## config.mk

```make
export PLATFORM = sky130hd
export DESIGN_NAME = scsiDatapath
export DESIGN_NICKNAME = d
export VERILOG_FILES = /design/src/dmaPkg.sv /design/src/cpuLaneLatch.sv /design/src/scsiWordPacker.sv /design/src/dataRouter.sv /design/src/scsiDatapath.sv
export SDC_FILE = /design/constraint.sdc
export NUM_CORES = 1
export LEC_CHECK = 0
export BUFFER_PORTS_ARGS = -buffer_cell sky130_fd_sc_hd__buf_2
export CORE_MARGIN = 5
export CORE_UTILIZATION = 52
export CTS_BUF_LIST = sky130_fd_sc_hd__clkbuf_8
export DETAILED_ROUTE_END_ITERATION = 8
export PLACE_DENSITY = 0.88
export SKIP_CTS_REPAIR_TIMING = 1
export SYNTH_ARGS = -nofsm -noshare
export SYNTH_HDL_FRONTEND = slang
export SYNTH_HIERARCHICAL = 1
export SYNTH_SLANG_ARGS = --single-unit
```

## constraint.sdc

```tcl
create_clock -name CLK -period 4 [get_ports CLK]
set_input_delay 1 -clock CLK [delete_from_list [all_inputs] [get_ports CLK]]
set_output_delay 1 -clock CLK [all_outputs]
set_load 0.02 [all_outputs]
```

## src/dmaPkg.sv

```systemverilog
// SCSI DMA data path types

package dmaPkg;

    // The CPU/DMA bus and the FIFO both move whole 32-bit words
    // A word on either side carries the same layout, so one type covers both
    typedef logic [31:0] busWord;

    // The SCSI data port moves 16 bits per handshake
    // Two of these make up one bus word, high half first
    typedef logic [15:0] scsiHalf;

    // States of the SCSI word packer
    // The same machine serves both transfer directions
    //
    // idle      Waiting for the first request of a word
    //           Inbound it latches the high half here
    //           Outbound it presents the high half of the FIFO head
    //
    // highDone  Inbound only
    //           The high half is held and the machine waits for the second request
    //
    // waitFifo  A request is pending but the FIFO cannot take part yet
    //           Inbound this means the FIFO is full
    //           Outbound this means the FIFO is empty
    //
    // sendHigh  Outbound only
    //           The high half has been acked
    //           Once that ack drops the low half is presented
    //
    // sendLow   Outbound only
    //           The low half has been acked and the FIFO head was popped
    //           The machine returns to idle when the device drops its request
    typedef enum logic [2:0] {
        idle,
        highDone,
        waitFifo,
        sendHigh,
        sendLow
    } packState;

endpackage

```

## src/cpuLaneLatch.sv

```systemverilog
// CPU bus lane latch

`timescale 1ns/1ps

module cpuLaneLatch (
    input  logic           CLK,
    input  logic           rst,
    input  dmaPkg::busWord busIn,
    input  logic           laneHigh,
    input  logic           laneLow,
    output dmaPkg::busWord cpuWord
);
    import dmaPkg::*;

    // Word that will be held after the next edge
    busWord nextWord;

    // Each 16-bit lane of the CPU bus has its own enable
    // A lane without its enable keeps what it held before
    // Both enables may be high together, which captures the full word at once
    always_comb begin
        nextWord = cpuWord;

        // Upper lane, bits 31 down to 16
        if (laneHigh) begin
            nextWord[31:16] = busIn[31:16];
        end

        // Lower lane, bits 15 down to 0
        if (laneLow) begin
            nextWord[15:0] = busIn[15:0];
        end
    end

    // The held word is visible one cycle after the enabling edge
    // It feeds the FIFO input mux when the CPU is the data source
    always_ff @(posedge CLK) begin
        if (rst) begin
            // Start from a known word so a partial lane write is predictable
            cpuWord <= '0;
        end else begin
            cpuWord <= nextWord;
        end
    end

endmodule

```

## src/scsiWordPacker.sv

```systemverilog
// SCSI word packer

`timescale 1ns/1ps

module scsiWordPacker (
    input  logic            CLK,
    input  logic            rst,
    input  logic            s2f,
    input  logic            f2s,
    input  logic            scsiReq,
    output logic            scsiAck,
    input  dmaPkg::scsiHalf scsiIn,
    output dmaPkg::scsiHalf scsiOut,
    input  logic            fifoFull,
    input  logic            fifoEmpty,
    input  dmaPkg::busWord  fifoRdData,
    output logic            fifoRead,
    output dmaPkg::busWord  packedWord,
    output logic            packedValid
);
    import dmaPkg::*;

    packState state;

    // High half of an inbound word, waiting for its partner
    scsiHalf highHalf;

    // Handshake phases seen from the packer side
    logic newReq;
    logic reqGone;

    // Strobe for the inbound high half
    logic captureHigh;

    // Selects the low half of the FIFO head for the SCSI port
    logic lowSelect;

    // A request is new only while our ack is still low
    assign newReq  = scsiReq && !scsiAck;

    // The device has dropped its request and waits for our ack to fall
    assign reqGone = !scsiReq && scsiAck;

    // Inbound the high half comes first and is taken from idle
    assign captureHigh = (state == idle) && s2f && newReq;

    // The high half stays on the port while its ack is up
    // Once that ack has dropped the low half is shown until the word is done
    assign lowSelect = (state == sendLow) || ((state == sendHigh) && !scsiAck);

    assign scsiOut = lowSelect ? fifoRdData[15:0] : fifoRdData[31:16];

    // Only valid together with the state held in highDone or waitFifo
    always_ff @(posedge CLK) begin
        if (captureHigh) begin
            highHalf <= scsiIn;
        end
    end

    always_ff @(posedge CLK) begin
        if (rst) begin
            state       <= idle;
            scsiAck     <= 1'b0;
            fifoRead    <= 1'b0;
            packedValid <= 1'b0;
            // CPU reads of SCSI data return zero before the first word
            packedWord  <= '0;
        end else begin
            // Both strobes are single-cycle pulses
            packedValid <= 1'b0;
            fifoRead    <= 1'b0;

            // Ack always follows the request down one cycle later, in any state
            if (reqGone) begin
                scsiAck <= 1'b0;
            end

            case (state)
                idle: begin
                    if (s2f && newReq) begin
                        // High half is latched by captureHigh on this edge
                        scsiAck <= 1'b1;
                        state   <= highDone;
                    end else if (f2s && newReq) begin
                        if (fifoEmpty) begin
                            // Nothing to send yet so hold the device off
                            state <= waitFifo;
                        end else begin
                            scsiAck <= 1'b1;
                            state   <= sendHigh;
                        end
                    end
                end

                highDone: begin
                    if (newReq) begin
                        if (fifoFull) begin
                            // Back-pressure withholds the second ack
                            state <= waitFifo;
                        end else begin
                            packedWord  <= {highHalf, scsiIn};
                            packedValid <= 1'b1;
                            scsiAck     <= 1'b1;
                            state       <= idle;
                        end
                    end
                end

                waitFifo: begin
                    if (s2f) begin
                        // Device keeps the low half stable while it waits
                        if (newReq && !fifoFull) begin
                            packedWord  <= {highHalf, scsiIn};
                            packedValid <= 1'b1;
                            scsiAck     <= 1'b1;
                            state       <= idle;
                        end
                    end else if (newReq && !fifoEmpty) begin
                        // Outbound word has arrived at the FIFO head
                        scsiAck <= 1'b1;
                        state   <= sendHigh;
                    end
                end

                sendHigh: begin
                    // Second request takes the low half and pops the word
                    if (newReq) begin
                        scsiAck  <= 1'b1;
                        fifoRead <= 1'b1;
                        state    <= sendLow;
                    end
                end

                sendLow: begin
                    // Low half stays selected until the device lets go
                    if (reqGone) begin
                        state <= idle;
                    end
                end

                default: begin
                    state <= idle;
                end
            endcase

            // With no direction selected a partial word is dropped
            if (!s2f && !f2s) begin
                state <= idle;
            end
        end
    end

endmodule

```

## src/dataRouter.sv

```systemverilog
// Data path router

`timescale 1ns/1ps

module dataRouter (
    input  logic           CLK,
    input  logic           rst,
    input  logic           s2f,
    input  logic           s2cpu,
    input  dmaPkg::busWord cpuWord,
    input  dmaPkg::busWord packedWord,
    input  logic           packedValid,
    input  logic           cpuWrite,
    input  dmaPkg::busWord regData,
    input  logic           cpuSelect,
    input  logic           cpuRead,
    input  logic           busOwned,
    input  logic           dmaDir,
    output dmaPkg::busWord fifoIn,
    output logic           fifoWrite,
    output dmaPkg::busWord cpuRdData,
    output logic           dataOe
);

    // Bus drive request before the output register
    logic oeRequest;

    // FIFO input source
    // With s2f high the SCSI side fills the FIFO with packed words
    // Otherwise the CPU lane latch is the source
    assign fifoIn = s2f ? packedWord : cpuWord;

    // The write strobe comes from the same side as the data
    // packedValid already lines up with a fresh packedWord
    assign fifoWrite = s2f ? packedValid : cpuWrite;

    // CPU read data
    // s2cpu lets the CPU read the last word seen on the SCSI port
    // Otherwise it reads the register file
    assign cpuRdData = s2cpu ? packedWord : regData;

    // The data bus is driven in two cases
    // The CPU reads one of our registers while we are selected
    // Or we own the bus and the DMA moves data out toward memory
    assign oeRequest = (cpuSelect && cpuRead) || (busOwned && dmaDir);

    // Output enable is registered so the bus turns on one cycle late
    // This leaves the other driver a cycle to let go of the bus
    always_ff @(posedge CLK) begin
        if (rst) begin
            dataOe <= 1'b0;
        end else begin
            dataOe <= oeRequest;
        end
    end

endmodule

```

## src/scsiDatapath.sv

```systemverilog
// SCSI DMA data path top

`timescale 1ns/1ps

module scsiDatapath (
    input  logic            CLK,
    input  logic            rst,
    input  dmaPkg::busWord  busIn,
    input  logic            laneHigh,
    input  logic            laneLow,
    input  logic            s2f,
    input  logic            f2s,
    input  logic            s2cpu,
    input  logic            scsiReq,
    output logic            scsiAck,
    input  dmaPkg::scsiHalf scsiIn,
    output dmaPkg::scsiHalf scsiOut,
    input  logic            fifoFull,
    input  logic            fifoEmpty,
    input  dmaPkg::busWord  fifoRdData,
    output logic            fifoRead,
    output dmaPkg::busWord  fifoIn,
    output logic            fifoWrite,
    input  logic            cpuWrite,
    input  dmaPkg::busWord  regData,
    input  logic            cpuSelect,
    input  logic            cpuRead,
    input  logic            busOwned,
    input  logic            dmaDir,
    output dmaPkg::busWord  cpuRdData,
    output logic            dataOe
);
    import dmaPkg::*;

    // Word held from the CPU bus
    busWord cpuWord;

    // Last word assembled from the SCSI port and its strobe
    busWord packedWord;
    logic   packedValid;

    // CPU side of the path
    cpuLaneLatch uLaneLatch (
        .CLK      (CLK      ),
        .rst      (rst      ),
        .busIn    (busIn    ),
        .laneHigh (laneHigh ),
        .laneLow  (laneLow  ),
        .cpuWord  (cpuWord  )
    );

    // SCSI side, handshake plus packing in both directions
    scsiWordPacker uPacker (
        .CLK         (CLK         ),
        .rst         (rst         ),
        .s2f         (s2f         ),
        .f2s         (f2s         ),
        .scsiReq     (scsiReq     ),
        .scsiAck     (scsiAck     ),
        .scsiIn      (scsiIn      ),
        .scsiOut     (scsiOut     ),
        .fifoFull    (fifoFull    ),
        .fifoEmpty   (fifoEmpty   ),
        .fifoRdData  (fifoRdData  ),
        .fifoRead    (fifoRead    ),
        .packedWord  (packedWord  ),
        .packedValid (packedValid )
    );

    // Merges both sides toward the FIFO and the CPU
    dataRouter uRouter (
        .CLK         (CLK         ),
        .rst         (rst         ),
        .s2f         (s2f         ),
        .s2cpu       (s2cpu       ),
        .cpuWord     (cpuWord     ),
        .packedWord  (packedWord  ),
        .packedValid (packedValid ),
        .cpuWrite    (cpuWrite    ),
        .regData     (regData     ),
        .cpuSelect   (cpuSelect   ),
        .cpuRead     (cpuRead     ),
        .busOwned    (busOwned    ),
        .dmaDir      (dmaDir      ),
        .fifoIn      (fifoIn      ),
        .fifoWrite   (fifoWrite   ),
        .cpuRdData   (cpuRdData   ),
        .dataOe      (dataOe      )
    );

endmodule

```

==> qor.yml <==
routing:
  wirelength_mm: 12.2
  antenna_left: 0
  first_pass_iters: 4
  avgViaCountPerCell: 5.17
  routed-via-count: 3717
  first_iter_violations: 120
  drc: 0
  avgRoutedWirePerCell_microns: 17.0
sta:
  worstMarginPinSlew_ns: 0.878
  fmax_mhz: 313
  finalMaxSlewViolations: 0
  finalHoldViolCount: 0
  finalCritPeriodShare_pct: 79.8
  finalSetupTns_ns: 0
  skew_ns: 0.0180
  rsz0062_at_grt: "no"
  relSlewSlack_pct: 41.5
  finalCriticalPeriod_ns: 3.19
  setup_violations: 0
setup_path:
  crit_required_ns: 3.00
  critPathCaptureType: "primary output"
  start_kind: "input port"
  rrSetupSlack_ns: 2.23
  r2r_start: "uPacker/state[1]$_SDFFE_PP0P_"
  crit_path_max_fanout: 18
  reg2reg_to: "uPacker/highHalf[13]$_DFFE_PP_"
  path_class: "input port to primary output"
  r2r_cells: 2
  arrival_ns: 2.19
floorplanning:
  die-area_sq_um: 10700
  pin_count: 211
  core_sq_um: 8590
  dieWidth_microns: 103
  start_util_pct: 52.7
  row_count: 34
  die_y_microns: 103
pwr:
  sequentialPowerShare_pct: 50.2
  switchingPower_mw: 0.561
  powerDensity_nw_per_um2: 338
  netSwitchingFraction_pct: 29.4
  p_leak_nw: 2.83
  irDropWorstVdd_mv: 0.173
  combPwrFrac_pct: 20.3
  internal_power_mw: 1.35
  clkPwrFrac_pct: 29.5
synth:
  netlist_instances: 411
  synth.net_count: 538
  synthTopCellsByArea: "dfxtp_1, mux2_4, edfxtp_1, mux2i_1, nand2_1"
  yosys_warnings: 6
  muxShareOfSynthArea_pct: 33.4
  synthesis.area_sq_um: 4530
  synth_xor_area_share_pct: 0
  yosys.area_share.simple_pct: 11.5
  synth_top_area_cell: "dfxtp_1"
  synth_top_area_share_pct: 31.4
  yosysUniqueCellTypes: 34
  synth-compound-area-share_pct: 6.16
  yosysSeqAreaShare_pct: 42.0
  synth-seq-cells: 87
  postSynthAreaPerCell_sq_um: 11.0
  synth_fa_ha_area_share_pct: 0
  synth_top_family_by_area: "multiplexers"
cells_and_area:
  fin_nets: 733
  drive_gt1_share_pct: 50.9
  final_core_util_pct: 65.8
  area_growth_pct: 24.8
  num-fill-cells: 695
  n_antenna_cell: 0
flow_run:
  drv_cap: 0
clock_tree:
  cts_tree: "built"
  htree_levels: 3
  cts.clk_slew.worst_paths_ns: 0.09
  cts.sinks: 87
  cts_root_buf: "clkbuf_8"
  clk-insertion-delay-late_ns: 0.35
  clock_path_buffers: 2
  cts_made_buffers: 9
grt:
  grt_pass1_vias: 3776
  grt_pass1_wl_mm: 18.1
  grt_overflow_total: 0
  use_met3_pct: 4.36
  grt_max_degree: 46
  track_usage_pct: 21.9
  grt_most_used_layer: "met2"
  use_met1_pct: 25.4
  use_met2_pct: 39.5
  antenna_found_initial: 0
place:
  dpl.hpwl_mm: 9.38
  routabilityCongestion: 0.811
  portBuffers: 210
outcome:
  status: "completed"
hold_path:
  holdCritStartpoint: "uPacker/packedWord[29]$_SDFFE_PP0P_"
  hold_depth: 2
  hold_end: "uPacker/packedWord[29]$_SDFFE_PP0P_"
  hold_class: "flip-flop to flip-flop"
-- through the flow --
stage	power (mW)	instance area, sq um	hold slack [ns]	std cells	worst slack (ns)
floorplan	1.24	4530	0.442	411	1.41
global placement	1.35	5480	0.462	703	0.844
detailed placement	1.37	5480	0.467	703	0.803
CTS	1.93	5660	0.480	719	0.801
global route	2.00	5660	0.495	719	0.741
finish	1.91	5660	0.482	719	0.808
-- Yosys cell counts --
cell type and n:
nor3_1 2, buf_4 3, nor2_1 41, o41ai_1 1, edfxtp_1 16, a311oi_1 1
clkbuf_1 5, buf_2 7, nand3_1 2, buf_12 5, inv_1 4, nor2_2 2
a31oi_1 2, o21ai_1 1, mux2_2 5, nand2b_1 4, nand3b_1 1, a22oi_1 1
mux2i_1 34, a21oi_1 35, o21ai_0 4, mux2_1 6, o32ai_1 1, and3_1 2
nand2b_4 1, a2111oi_0 1, and3b_1 1, buf_6 11, mux2_4 70, dfxtp_1 71
nor3_2 1, nand2_1 68, a21oi_4 1, a21boi_0 1
-- cells by family after synthesis --
| kind of cell | count (synthesis) |
|---|---|
| mux | 115 |
| compound gates | 49 |
| buf+inv | 35 |
| simple gates | 125 |
| flops | 87 |
-- flip-flops by register name, summed over array words and instances, names as in the netlist --
| name | cells |
|---|---|
| uPacker/highHalf | 16 |
| uLaneLatch/cpuWord | 32 |
| uPacker/fifoRead | 1 |
| uPacker/scsiAck | 1 |
| uPacker/packedWord | 32 |
| uPacker/state | 3 |
| uPacker/packedValid | 1 |
| uRouter/dataOe | 1 |
-- worst max-delay path, stage by stage --
cell    delay [ns]
buf_2         0.42
buf_12        0.26
mux2_4        0.32
buf_2         0.16
-- power groups by stage --
stage	clock network (mW)	logic, mW	registers (mW)
finish	0.564	0.388	0.959
global route	0.617	0.417	0.965
CTS	0.580	0.391	0.959
detailed placement	0	0.390	0.979
global placement	0	0.378	0.977
floorplan	0	0.271	0.969
-- worst max-delay path by stage --
| stage | start | end | cells after the start |
|---|---|---|---|
| finish | s2cpu | cpuRdData[9] | 4 |
| global placement | s2f | fifoIn[31] | 4 |
| detailed placement | s2f | fifoIn[0] | 4 |
| floorplan | s2cpu | cpuRdData[0] | 3 |
| CTS | s2f | fifoIn[0] | 4 |
| global route | uPacker/state[1]$_SDFFE_PP0P_ | scsiOut[4] | 4 |
-- layer usage --
metal	wire, microns	vias to the layer above
met1	4770	1729
met3	908	20
li1	-	1805
met5	0	-
met4	228	0
met2	6280	163
-- cell usage in the layout (no fill, tap or decap) --
cell,synthesis,layout
o21ai_0,4,4
a2111oi_0,1,1
a21oi_1,35,35
o32ai_1,1,1
buf_2,7,210
a31oi_1,2,2
edfxtp_1,16,16
nand3_1,2,2
clkinv_2,0,3
o21ai_1,1,1
nor2_1,41,41
and3b_1,1,1
a22oi_1,1,1
nand3b_1,1,1
o41ai_1,1,1
buf_4,3,3
and3_1,2,2
inv_6,0,2
clkinv_4,0,1
nor2_2,2,2
mux2_4,70,70
clkbuf_8,0,9
a311oi_1,1,1
dfxtp_1,71,71
nand2b_4,1,1
a21oi_4,1,1
mux2i_1,34,34
nor3_1,2,2
nand2_1,68,68
mux2_1,6,6
a21boi_0,1,1
buf_12,5,2
nand2b_1,4,4
inv_1,4,4
nor3_2,1,1
inv_8,0,1
mux2_2,5,5
-- area by class of cell --
class	count	area, sq um	area share (%)
clock buffer	9	124	2.19
clock inverter	7	52.6	0.929
tap	108	135	2.39
inverter	4	15.0	0.265
sequential	87	1900	33.6
multi-input combinational	289	2310	40.9
timing repair buffer	215	1110	19.7
Power figures use the tool's default switching activity.
